==> config.mk <==
export PLATFORM = sky130hd
export DESIGN_NAME = cpu
export DESIGN_NICKNAME = d
export VERILOG_FILES = /design/src/cpu_pkg.sv /design/src/cpu.sv /design/src/decode_stage.sv /design/src/exec_stage.sv /design/src/fetch_stage.sv /design/src/regfile.sv
export VERILOG_INCLUDE_DIRS = /design/src /design/src/include
export SDC_FILE = /design/constraint.sdc
export NUM_CORES = 2
export LEC_CHECK = 0
export BUFFER_PORTS_ARGS = -buffer_cell sky130_fd_sc_hd__buf_2
export CORE_MARGIN = 8
export CORE_UTILIZATION = 45
export CTS_BUF_LIST = sky130_fd_sc_hd__clkbuf_8 sky130_fd_sc_hd__clkbuf_16
export CTS_CLUSTER_DIAMETER = 50
export DETAILED_ROUTE_END_ITERATION = 8
export PLACE_DENSITY = 0.58
export SLEW_MARGIN = 10
export SYNTH_ARGS = -nofsm -noshare
export SYNTH_HDL_FRONTEND = slang
export SYNTH_HIERARCHICAL = 1
export SYNTH_SLANG_ARGS = --single-unit
export TNS_END_PERCENT = 1
==> constraint.sdc <==
create_clock -name clk -period 4.35 [get_ports clk]
set_clock_uncertainty 0.1 [all_clocks]
set_input_delay 0.435 -clock clk [delete_from_list [all_inputs] [get_ports clk]]
set_output_delay 0.435 -clock clk [all_outputs]
set_load 0.01 [all_outputs]
==> src/include/cpu_params.svh <==
`ifndef CPU_PARAMS_SVH
`define CPU_PARAMS_SVH

// Word and address widths
`define CPU_DATA_W   32
`define CPU_ADDR_W   32

// Architectural register file
`define CPU_REG_NUM  32
`define CPU_REG_AW   5

// Primary opcodes
`define OP_SPECIAL   6'b000000
`define OP_ADDIU     6'b001001
`define OP_SLTI      6'b001010
`define OP_ANDI      6'b001100
`define OP_ORI       6'b001101
`define OP_XORI      6'b001110
`define OP_LUI       6'b001111

// Function codes under SPECIAL
`define FN_SLL       6'b000000
`define FN_ADDU      6'b100001
`define FN_SUBU      6'b100011
`define FN_AND       6'b100100
`define FN_OR        6'b100101
`define FN_XOR       6'b100110
`define FN_NOR       6'b100111
`define FN_SLT       6'b101010

`endif

==> src/cpu_pkg.sv <==
`include "cpu_params.svh"

package cpu_pkg;

	// R-format fields
	typedef struct packed {
		logic [5:0]             op;
		logic [`CPU_REG_AW-1:0] rs;
		logic [`CPU_REG_AW-1:0] rt;
		logic [`CPU_REG_AW-1:0] rd;
		logic [4:0]             shamt;
		logic [5:0]             funct;
	} r_fmt_t;

	// I-format fields
	typedef struct packed {
		logic [5:0]             op;
		logic [`CPU_REG_AW-1:0] rs;
		logic [`CPU_REG_AW-1:0] rt;
		logic [15:0]            imm;
	} i_fmt_t;

	// One instruction word, two views
	typedef union packed {
		r_fmt_t r;
		i_fmt_t i;
	} inst_u;

	typedef enum logic [3:0] {
		ALU_NOP,
		ALU_ADD,
		ALU_SUB,
		ALU_AND,
		ALU_OR,
		ALU_XOR,
		ALU_NOR,
		ALU_SLT,
		ALU_SLL,
		ALU_LUI
	} alu_op_e;

endpackage

==> src/cpu.sv <==
`timescale 1ns/10ps
`include "cpu_params.svh"

module cpu (
	input  logic                   clk,
	input  logic                   rst_n_i,
	input  logic [`CPU_DATA_W-1:0] rom_data_i,
	output logic                   rom_ce_o,
	output logic [`CPU_ADDR_W-1:0] rom_addr_o,
	output logic                   wb_we_o,
	output logic [`CPU_REG_AW-1:0] wb_waddr_o,
	output logic [`CPU_DATA_W-1:0] wb_wdata_o
);

	import cpu_pkg::*;

	// Fetch to decode
	logic [`CPU_DATA_W-1:0] id_inst;
	logic                   id_valid;

	// Register file read ports
	logic [`CPU_REG_AW-1:0] rf_raddr1;
	logic [`CPU_REG_AW-1:0] rf_raddr2;
	logic [`CPU_DATA_W-1:0] rf_rdata1;
	logic [`CPU_DATA_W-1:0] rf_rdata2;

	// Decode to execute
	alu_op_e                ex_op;
	logic [`CPU_DATA_W-1:0] ex_src1;
	logic [`CPU_DATA_W-1:0] ex_src2;
	logic [4:0]             ex_shamt;
	logic                   ex_we;
	logic [`CPU_REG_AW-1:0] ex_waddr;
	logic [`CPU_DATA_W-1:0] ex_res;

	fetch_stage fetch0 (
		.clk        (clk),
		.rst_n_i    (rst_n_i),
		.rom_data_i (rom_data_i),
		.rom_ce_o   (rom_ce_o),
		.rom_addr_o (rom_addr_o),
		.id_inst_o  (id_inst),
		.id_valid_o (id_valid)
	);

	// Execute result and writeback register feed back into decode
	decode_stage decode0 (
		.clk            (clk),
		.rst_n_i        (rst_n_i),
		.id_inst_i      (id_inst),
		.id_valid_i     (id_valid),
		.rf_raddr1_o    (rf_raddr1),
		.rf_raddr2_o    (rf_raddr2),
		.rf_rdata1_i    (rf_rdata1),
		.rf_rdata2_i    (rf_rdata2),
		.ex_fwd_we_i    (ex_we),
		.ex_fwd_waddr_i (ex_waddr),
		.ex_fwd_wdata_i (ex_res),
		.wb_fwd_we_i    (wb_we_o),
		.wb_fwd_waddr_i (wb_waddr_o),
		.wb_fwd_wdata_i (wb_wdata_o),
		.ex_op_o        (ex_op),
		.ex_src1_o      (ex_src1),
		.ex_src2_o      (ex_src2),
		.ex_shamt_o     (ex_shamt),
		.ex_we_o        (ex_we),
		.ex_waddr_o     (ex_waddr)
	);

	exec_stage exec0 (
		.clk        (clk),
		.rst_n_i    (rst_n_i),
		.op_i       (ex_op),
		.src1_i     (ex_src1),
		.src2_i     (ex_src2),
		.shamt_i    (ex_shamt),
		.we_i       (ex_we),
		.waddr_i    (ex_waddr),
		.res_o      (ex_res),
		.wb_we_o    (wb_we_o),
		.wb_waddr_o (wb_waddr_o),
		.wb_wdata_o (wb_wdata_o)
	);

	regfile regfile0 (
		.clk      (clk),
		.rst_n_i  (rst_n_i),
		.we_i     (wb_we_o),
		.waddr_i  (wb_waddr_o),
		.wdata_i  (wb_wdata_o),
		.raddr1_i (rf_raddr1),
		.raddr2_i (rf_raddr2),
		.rdata1_o (rf_rdata1),
		.rdata2_o (rf_rdata2)
	);

endmodule

==> src/decode_stage.sv <==
`timescale 1ns/10ps
`include "cpu_params.svh"

module decode_stage (
	input  logic                   clk,
	input  logic                   rst_n_i,
	input  logic [`CPU_DATA_W-1:0] id_inst_i,
	input  logic                   id_valid_i,
	output logic [`CPU_REG_AW-1:0] rf_raddr1_o,
	output logic [`CPU_REG_AW-1:0] rf_raddr2_o,
	input  logic [`CPU_DATA_W-1:0] rf_rdata1_i,
	input  logic [`CPU_DATA_W-1:0] rf_rdata2_i,
	input  logic                   ex_fwd_we_i,
	input  logic [`CPU_REG_AW-1:0] ex_fwd_waddr_i,
	input  logic [`CPU_DATA_W-1:0] ex_fwd_wdata_i,
	input  logic                   wb_fwd_we_i,
	input  logic [`CPU_REG_AW-1:0] wb_fwd_waddr_i,
	input  logic [`CPU_DATA_W-1:0] wb_fwd_wdata_i,
	output cpu_pkg::alu_op_e       ex_op_o,
	output logic [`CPU_DATA_W-1:0] ex_src1_o,
	output logic [`CPU_DATA_W-1:0] ex_src2_o,
	output logic [4:0]             ex_shamt_o,
	output logic                   ex_we_o,
	output logic [`CPU_REG_AW-1:0] ex_waddr_o
);

	import cpu_pkg::*;

	inst_u                  inst;
	alu_op_e                dec_op;
	logic                   dec_legal;
	logic                   dec_we;
	logic [`CPU_REG_AW-1:0] dec_waddr;
	logic [4:0]             dec_shamt;
	logic                   use_imm;
	logic [`CPU_DATA_W-1:0] imm_ext;
	logic [`CPU_DATA_W-1:0] op1;
	logic [`CPU_DATA_W-1:0] op2_reg;

	// Newest producer wins: execute, then writeback, then the array
	function automatic logic [`CPU_DATA_W-1:0] resolve(
		input logic [`CPU_REG_AW-1:0] addr,
		input logic [`CPU_DATA_W-1:0] rf_val
	);
		if (ex_fwd_we_i && ex_fwd_waddr_i == addr)
			return ex_fwd_wdata_i;
		else if (wb_fwd_we_i && wb_fwd_waddr_i == addr)
			return wb_fwd_wdata_i;
		else
			return rf_val;
	endfunction

	assign inst = id_inst_i;

	// rs and rt sit at the same bits in both formats
	assign rf_raddr1_o = inst.r.rs;
	assign rf_raddr2_o = inst.r.rt;

	always_comb begin
		dec_op    = ALU_NOP;
		dec_legal = 1'b1;
		dec_waddr = inst.i.rt;
		dec_shamt = '0;
		use_imm   = 1'b1;
		imm_ext   = {{16{inst.i.imm[15]}}, inst.i.imm};
		case (inst.r.op)
			`OP_SPECIAL: begin
				dec_waddr = inst.r.rd;
				use_imm   = 1'b0;
				case (inst.r.funct)
					`FN_SLL: begin
						dec_op    = ALU_SLL;
						dec_shamt = inst.r.shamt;
					end
					`FN_ADDU: dec_op = ALU_ADD;
					`FN_SUBU: dec_op = ALU_SUB;
					`FN_AND:  dec_op = ALU_AND;
					`FN_OR:   dec_op = ALU_OR;
					`FN_XOR:  dec_op = ALU_XOR;
					`FN_NOR:  dec_op = ALU_NOR;
					`FN_SLT:  dec_op = ALU_SLT;
					default:  dec_legal = 1'b0;
				endcase
			end
			`OP_ADDIU: dec_op = ALU_ADD;
			`OP_SLTI:  dec_op = ALU_SLT;
			// Logical immediates are zero-extended
			`OP_ANDI: begin
				dec_op  = ALU_AND;
				imm_ext = {16'b0, inst.i.imm};
			end
			`OP_ORI: begin
				dec_op  = ALU_OR;
				imm_ext = {16'b0, inst.i.imm};
			end
			`OP_XORI: begin
				dec_op  = ALU_XOR;
				imm_ext = {16'b0, inst.i.imm};
			end
			`OP_LUI: begin
				dec_op  = ALU_LUI;
				imm_ext = {16'b0, inst.i.imm};
			end
			default: dec_legal = 1'b0;
		endcase
		// r0 is never written, so nothing downstream has to filter it
		dec_we = id_valid_i && dec_legal && (dec_waddr != '0);
	end

	always_comb begin
		op1     = resolve(rf_raddr1_o, rf_rdata1_i);
		op2_reg = resolve(rf_raddr2_o, rf_rdata2_i);
	end

	// ID/EX register
	always_ff @(posedge clk or negedge rst_n_i) begin
		if (!rst_n_i) begin
			ex_we_o <= 1'b0;
			ex_op_o <= ALU_NOP;
		end else begin
			ex_we_o <= dec_we;
			ex_op_o <= dec_op;
		end
	end

	always_ff @(posedge clk) begin
		ex_src1_o  <= op1;
		ex_src2_o  <= use_imm ? imm_ext : op2_reg;
		ex_shamt_o <= dec_shamt;
		ex_waddr_o <= dec_waddr;
	end

endmodule

==> src/exec_stage.sv <==
`timescale 1ns/10ps
`include "cpu_params.svh"

module exec_stage (
	input  logic                   clk,
	input  logic                   rst_n_i,
	input  cpu_pkg::alu_op_e       op_i,
	input  logic [`CPU_DATA_W-1:0] src1_i,
	input  logic [`CPU_DATA_W-1:0] src2_i,
	input  logic [4:0]             shamt_i,
	input  logic                   we_i,
	input  logic [`CPU_REG_AW-1:0] waddr_i,
	output logic [`CPU_DATA_W-1:0] res_o,
	output logic                   wb_we_o,
	output logic [`CPU_REG_AW-1:0] wb_waddr_o,
	output logic [`CPU_DATA_W-1:0] wb_wdata_o
);

	import cpu_pkg::*;

	logic slt_bit;

	assign slt_bit = $signed(src1_i) < $signed(src2_i);

	always_comb begin
		case (op_i)
			ALU_ADD: res_o = src1_i + src2_i;
			ALU_SUB: res_o = src1_i - src2_i;
			ALU_AND: res_o = src1_i & src2_i;
			ALU_OR:  res_o = src1_i | src2_i;
			ALU_XOR: res_o = src1_i ^ src2_i;
			ALU_NOR: res_o = ~(src1_i | src2_i);
			ALU_SLT: res_o = {{(`CPU_DATA_W-1){1'b0}}, slt_bit};
			// sll shifts rt, not rs
			ALU_SLL: res_o = src2_i << shamt_i;
			ALU_LUI: res_o = {src2_i[15:0], 16'b0};
			default: res_o = '0;
		endcase
	end

	// EX/WB register, also the commit trace
	always_ff @(posedge clk or negedge rst_n_i) begin
		if (!rst_n_i) begin
			wb_we_o <= 1'b0;
		end else begin
			wb_we_o <= we_i;
		end
	end

	always_ff @(posedge clk) begin
		wb_waddr_o <= waddr_i;
		wb_wdata_o <= res_o;
	end

endmodule

==> src/fetch_stage.sv <==
`timescale 1ns/10ps
`include "cpu_params.svh"

module fetch_stage (
	input  logic                   clk,
	input  logic                   rst_n_i,
	input  logic [`CPU_DATA_W-1:0] rom_data_i,
	output logic                   rom_ce_o,
	output logic [`CPU_ADDR_W-1:0] rom_addr_o,
	output logic [`CPU_DATA_W-1:0] id_inst_o,
	output logic                   id_valid_o
);

	logic [`CPU_ADDR_W-1:0] pc;

	// Chip enable rises on the first edge after reset
	always_ff @(posedge clk or negedge rst_n_i) begin
		if (!rst_n_i) begin
			rom_ce_o <= 1'b0;
		end else begin
			rom_ce_o <= 1'b1;
		end
	end

	// PC holds at zero until the ROM is enabled
	always_ff @(posedge clk or negedge rst_n_i) begin
		if (!rst_n_i) begin
			pc <= '0;
		end else if (!rom_ce_o) begin
			pc <= '0;
		end else begin
			pc <= pc + `CPU_ADDR_W'd4;
		end
	end

	assign rom_addr_o = pc;

	// IF/ID register, a bubble travels as an all-zero word
	always_ff @(posedge clk or negedge rst_n_i) begin
		if (!rst_n_i) begin
			id_valid_o <= 1'b0;
			id_inst_o  <= '0;
		end else begin
			id_valid_o <= rom_ce_o;
			id_inst_o  <= rom_ce_o ? rom_data_i : '0;
		end
	end

endmodule

==> src/regfile.sv <==
`timescale 1ns/10ps
`include "cpu_params.svh"

module regfile (
	input  logic                   clk,
	input  logic                   rst_n_i,
	input  logic                   we_i,
	input  logic [`CPU_REG_AW-1:0] waddr_i,
	input  logic [`CPU_DATA_W-1:0] wdata_i,
	input  logic [`CPU_REG_AW-1:0] raddr1_i,
	input  logic [`CPU_REG_AW-1:0] raddr2_i,
	output logic [`CPU_DATA_W-1:0] rdata1_o,
	output logic [`CPU_DATA_W-1:0] rdata2_o
);

	logic [`CPU_DATA_W-1:0] regs [`CPU_REG_NUM];

	// Whole array cleared on reset
	always_ff @(posedge clk or negedge rst_n_i) begin
		if (!rst_n_i) begin
			for (int i = 0; i < `CPU_REG_NUM; i++) begin
				regs[i] <= '0;
			end
		end else if (we_i) begin
			regs[waddr_i] <= wdata_i;
		end
	end

	// Bypass of same-cycle writes is done by decode forwarding
	always_comb begin
		if (raddr1_i == '0) begin
			rdata1_o = '0;
		end else begin
			rdata1_o = regs[raddr1_i];
		end
	end

	always_comb begin
		if (raddr2_i == '0) begin
			rdata2_o = '0;
		end else begin
			rdata2_o = regs[raddr2_i];
		end
	end

endmodule
---- Yosys cells after proc, flatten, opt, wreduce, memory -nomap -nowiden ----
Cells that the tools add are included.
storage, ports and cells
  bits in latches ......................... 0
  word-level logic and storage cells ...... 128
  ROM bits ................................ 0
  memories ................................ 0
  bits of input ports ..................... 34
  memory bits (writable) .................. 0
  register bits ........................... 1207
operators by class
  div/mod/pow operators ................... 0
  bitwise operators ....................... 7
  equality and inequality tests ........... 26
  shift-type cells ........................ 1
  mux-type cells .......................... 25
  magnitude comparators ................... 5
  multiply operators ...................... 0
  add/subtract/negate cells ............... 3
  reduce and logical (&&, ||, !) cells .... 16
operators by type and width
  operator                                             number
  bitwise mux 1024 bit                                 1
  2-to-1 mux 32 bit                                    15
  binary-select mux 32 bit (select 5 bit)              2
  one-hot mux 32 bit (9 select lines)                  1
  demux 32 bit (select 5 bit)                          1
  equality test 6 bit, second input constant           7
  equality test 6 x 4 -> 1 bit, second input constant  6
  adder 32 x 3 -> 32 bit, second input constant        1
  adder 32 bit                                         1
  bitwise AND 32 bit                                   1
  less-than comparator 32 bit                          1
  inverter 32 bit                                      1
  bitwise OR 32 bit                                    1
  one-hot mux 4 bit (8 select lines)                   1
  << shifter 32 x 5 -> 32 bit                          1
  subtractor 32 bit                                    1
  bitwise XOR 32 bit                                   1
  one-hot mux 4 bit (7 select lines)                   1
  equality test 5 bit                                  4
  >= comparator 6 bit, second input constant           3
  inverter 5 -> 6 bit                                  3
  equality test 4 x 3 -> 1 bit, second input constant  4
  logical NOT 6 bit                                    2
  logical NOT 5 bit                                    2
  13 further kinds                                     21

---- Longest topological paths before layout ----
  depth after elaboration ................. 8
  depth in mapped cells ................... 14

---- Cells and area by module ----
Netlist, hierarchy kept.
modules (own cells, without submodules)
  module        area each (um^2)  times used  cells an instance  seq. area each (um^2)
  regfile       54609.9           1           3689               25624.6
  exec_stage    7649.8            1           1077               765.7
  decode_stage  3978.8            1           416                1606.5
  fetch_stage   2625.0            1           231                1601.5

---- Least setup slack after synthesis ----
No wires, ideal clock.
  path kind ............................... register -> register
  start point ............................. reg decode0.ex_src2_o[9]
  end point ............................... reg decode0.ex_src2_o[26]
  setup time .............................. 0.134 ns
  arrival ................................. 3.194 ns
  required time ........................... 4.116 ns
  path slack .............................. 0.922 ns
  stages on the path, launching flop included .. 14
  clock period less this slack ............ 3.428 ns
  path through ............................ dfxtp_1 -> inv_1 -> ha_1 -> buf_4 -> nand3_1 -> or4b_4 -> a2111oi_4 -> o211a_4 -> o21ai_2 -> a22o_1 -> mux2_4 -> a2111o_1 -> inv_1 -> o221ai_1
between the ends
  word-level cells in the longest chain between the ends .. 4
  elaborated cells on any way between the ends .. 6
  those cells by class .................... add/sub (2); shift (1); mux (3)
RTL lines
  element                                    line                 source
  start: declaration                         decode_stage.sv:21   output logic [`CPU_DATA_W-1:0] ex_src2_o,
  start signal: assignment                   decode_stage.sv:128  ex_src2_o <= use_imm ? imm_ext : op2_reg;
  subtractor 32 bit (tied with other cells)  exec_stage.sv:28     ALU_SUB: res_o = src1_i - src2_i;
  one-hot mux 32 bit (9 select lines) (*)    exec_stage.sv:26     case (op_i)
  via ex_res[26]                             cpu.sv:34            logic [`CPU_DATA_W-1:0] ex_res;
  2-to-1 mux 32 bit (*)                      decode_stage.sv:45   if (ex_fwd_we_i && ex_fwd_waddr_i == addr)
  2-to-1 mux 32 bit (*)                      decode_stage.sv:128
Mark *: on every way through the listed nets, which the timed path passes. The rest lies on a longest branch.
A chain may end at the register's enable or synchronous reset.

---- Final worst setup path ----
  start point ............................. reg decode0.ex_src2_o[2]
  end point ............................... reg decode0.ex_src2_o[0]
between the ends
  word-level cells in the longest chain between the ends .. 4
  elaborated cells on any way between the ends .. 5
  those cells by class .................... order compare (1); shift (1); mux (3)
RTL lines
  element                                                                            line
  less-than comparator 32 bit / << shifter 32 x 5 -> 32 bit (equally long branches)  exec_stage.sv:23, exec_stage.sv:35
  one-hot mux 32 bit (9 select lines) (*)                                            exec_stage.sv:26
  via ex_res[0]                                                                      cpu.sv:34
  2-to-1 mux 32 bit (*)                                                              decode_stage.sv:45
  2-to-1 mux 32 bit (*)                                                              decode_stage.sv:128
Marked as above.

==> reports/qor.txt <==
CTS clk-pin slew, worst paths: 0.06 ns
Clk buf depth: 3
Worst path slowest cell: a2111oi_0
Largest stage delay, worst path: 0.56 ns
Layout Utilization: 0.5198
Die height: 407.2 um
CP startpoint: decode0/ex_src2_o[2]$_DFF_P_
Initial antenna violation count: 11
Clock network latency to the later pin of the worst-skew pair: 0.80 ns
CORE AREA: 151900 um^2
Post-route ant nets: 0
Static Leakage: 35.11 nW
Worst setup SP type: flip-flop
Die Wd: 407.2 um
Fin crit period: 4.168 ns
Post-synth top area share: 0.3975
Synth area leader: dfrtp_1
Synth area leaders: dfrtp_1 40%, mux2_2 18%, mux4_2 13%
Area Overhead vs Synth: 14.66%
RSZ-0062 raised after global routing: no
Yosys reg bits: 1205
DR vias/cell: 6.627
Largest net degree at the start of global routing: 120
Dominant synthesized flop cell: dfrtp_1
DRT Wirelength: 258.8 mm
Layout Nets: 5699
Routed vias: 51170
Remaining Overflow, GRT: 0
Inserted Clock Buffers: 152
Critical path peak fanout: 5
DRC: 0
Die area: 165800 um^2
Crit path max-delay family: compound AO/OA/AOI/OAI gates
Tcrit/Tclk final: 0.9581
Share of post-route cells with drive strength above 1: 0.4117
Worst slew pin tran: 1.343 ns
Mapped Cells: 5413
WS Path Type: reg2reg
Critical Path RT: 4.92 ns
Final hold vios: 0
Post-synth EDFFs: 0
PD cells: 389.2 nW/um^2
Max Slew Vio Count: 0
Syn. warnings: 6
Ys async rst share: 0.9079
Mean routed wirelength per cell: 33.51 um
Worst Hold Class: in2async
Starting Density: 0.4533
CTS tree: done
Routability cong.: 0.9647
Critical path depth: 13
Final setup margin: 0.1823 ns
Post-synthesis cell area: 68860 um^2
Sequential area share after synthesis: 0.4298
Max_slew headroom: 0.1015
I/O Buffers: 102
Place WS: 0.1837 ns
Htree depth: 4
Cells along the critical path: inv_1, ha_1, o21ba_2, o211ai_1, nand4b_1, and4_1, o41ai_4, nor3_1, o21ba_2, a2111oi_0, or3_1, nand2_1, o221ai_1
Row count: 143
Result of the run: finished clean
Final setup fails: 0
Initial DRC Count: 5563
Worst Setup End Kind: flip-flop
First-pass DRT Iterations: 9
WP buf/inv: 1
Max VDD drop: 0.3972 mV
Vias in the first global route: 51030
Total clock sinks: 1205
Root buffer cell: clkbuf_16
Mean area per synthesized cell: 12.72 um^2
# Max-Cap Violations: 0
F_max: 0.2399 GHz
DP HPWL: 172.1 mm
R2r worst-path depth: 13
RR Startpoint: decode0/ex_src2_o[2]$_DFF_P_
IO Count: 105
Setup tns final: 0 ns
Hold WS: 0.1533 ns
Most numerous cell on the critical path: o21ba_2
Critical Path AT: 4.74 ns
Synth unique cells: 98
Global-route wire length before repair: 373.2 mm
Total track usage: 0.3019
## cell usage after synthesis (31+ instances only)
cell	number
nor2_1	130
mux2_2	1072
buf_4	55
nor2b_1	57
dfrtp_1	1094
o21ai_0	115
buf_1	80
o22ai_1	87
inv_1	123
a2111oi_0	57
mux2i_1	389
and2_1	58
nor4_1	31
nand3_1	36
a22oi_1	90
a22o_1	55
nor3_1	71
a211oi_1	48
o221ai_1	35
buf_2	99
dfxtp_1	111
mux4_2	396
a21oi_1	140
ha_1	97
nand2_1	202
clkbuf_1	263
## repair_timing
item	4_1_cts	5_1_grt
setup endpoints to repair	0	3
hold buffers	33	0
buffers inserted	0	0
endpoints found under the hold margin	80	0
gates resized for setup	0	3
## registers in the layout, indices dropped and copies added, names as in the netlist
register / count
regfile0/regs: 1024
decode0/ex_src1_o: 32
decode0/ex_src2_o: 32
exec0/wb_wdata_o: 32
fetch0/id_inst_o: 32
fetch0/rom_addr_o: 30
decode0/ex_shamt_o: 5
decode0/ex_waddr_o: 5
exec0/wb_waddr_o: 5
decode0/ex_op_o: 4
decode0/ex_we_o: 1
exec0/wb_we_o: 1
fetch0/id_valid_o: 1
fetch0/rom_ce_o: 1
## cell usage in the layout, fill, tap and decap left out, types with 33 or more instances in the layout
cell type	Yosys	final
ha_1	97	97
nand3_1	36	36
a22oi_1	90	90
a22o_1	55	55
nand2_1	202	183
inv_1	123	146
mux2i_1	389	389
dfxtp_1	111	105
nor2b_1	57	53
mux4_2	396	396
a2111oi_0	57	57
clkbuf_16	0	158
nor2_1	130	111
o22ai_1	87	87
dfrtp_1	1094	1086
a21oi_1	140	140
nor3_1	71	69
dlygate4sd3_1	0	33
buf_4	55	335
buf_2	99	101
o21ai_0	115	115
clkbuf_8	0	34
and2_1	58	56
buf_12	0	56
a211oi_1	48	48
mux2_2	1072	1072
o221ai_1	35	35
## final cells by class
type	count	area [um^2]
Multi-Input combinational cell	3554	36550
Clock inverter	87	854.6
Tap cell	2030	2540
Sequential cell	1205	29630
Antenna cell	1	2.502
Timing Repair Buffer	526	4487
Fill cell	13030	72940
Inverter	127	476.7
Clock buffer	192	4422
## metrics by stage
stage	power, mW	instance area, um^2	cells
finish	30.73	78960	7722
detailed placement	17.69	73330	7409
CTS	30.82	78940	7721
floorplan	15.32	68870	5414
global placement	17.65	73330	7409
global route	31.74	78960	7721
## cell families after synthesis
family,synth area share
buffers and inverters,0.04361
AOI/OAI and AO/OA,0.08968
adders and majority gates,0.01821
xor gates and xnor gates,0.004579
DFF,0.4298
muxes,0.3616
other,0.0001091
and+or+nand+nor,0.05244
## worst paths after layout
path / end / slack [ns]
worst max register to register: decode0/ex_src2_o[0]$_DFF_P_ / 0.18
worst min register to register: exec0/wb_waddr_o[4]$_DFF_P_ / 0.29
min in group clk: exec0/wb_waddr_o[4]$_DFF_P_ / 0.29
worst max-delay path: decode0/ex_src2_o[0]$_DFF_P_ / 0.18
worst min-delay path: regfile0/regs[217]$_DFFE_PN0P_ / 0.15
max in group asynchronous: regfile0/regs[34]$_DFFE_PN0P_ / 2.86
## report_power, final
part	switching, mW	total [mW]	internal [mW]
Sequential	0.721	12.5	11.8
Clock	5.29	13.1	7.78
Combinational	3.19	5.18	1.99
Total	9.20	30.7	21.5
## routing by layer
layer / global-route usage / wire length [um]
met4: 0.1352 / 13300
met1: 0.4162 / 107700
met3: 0.06573 / 22580
met5: 0 / 40
met2: 0.4583 / 115200
No activity file was read; power rests on OpenSTA's default activity.
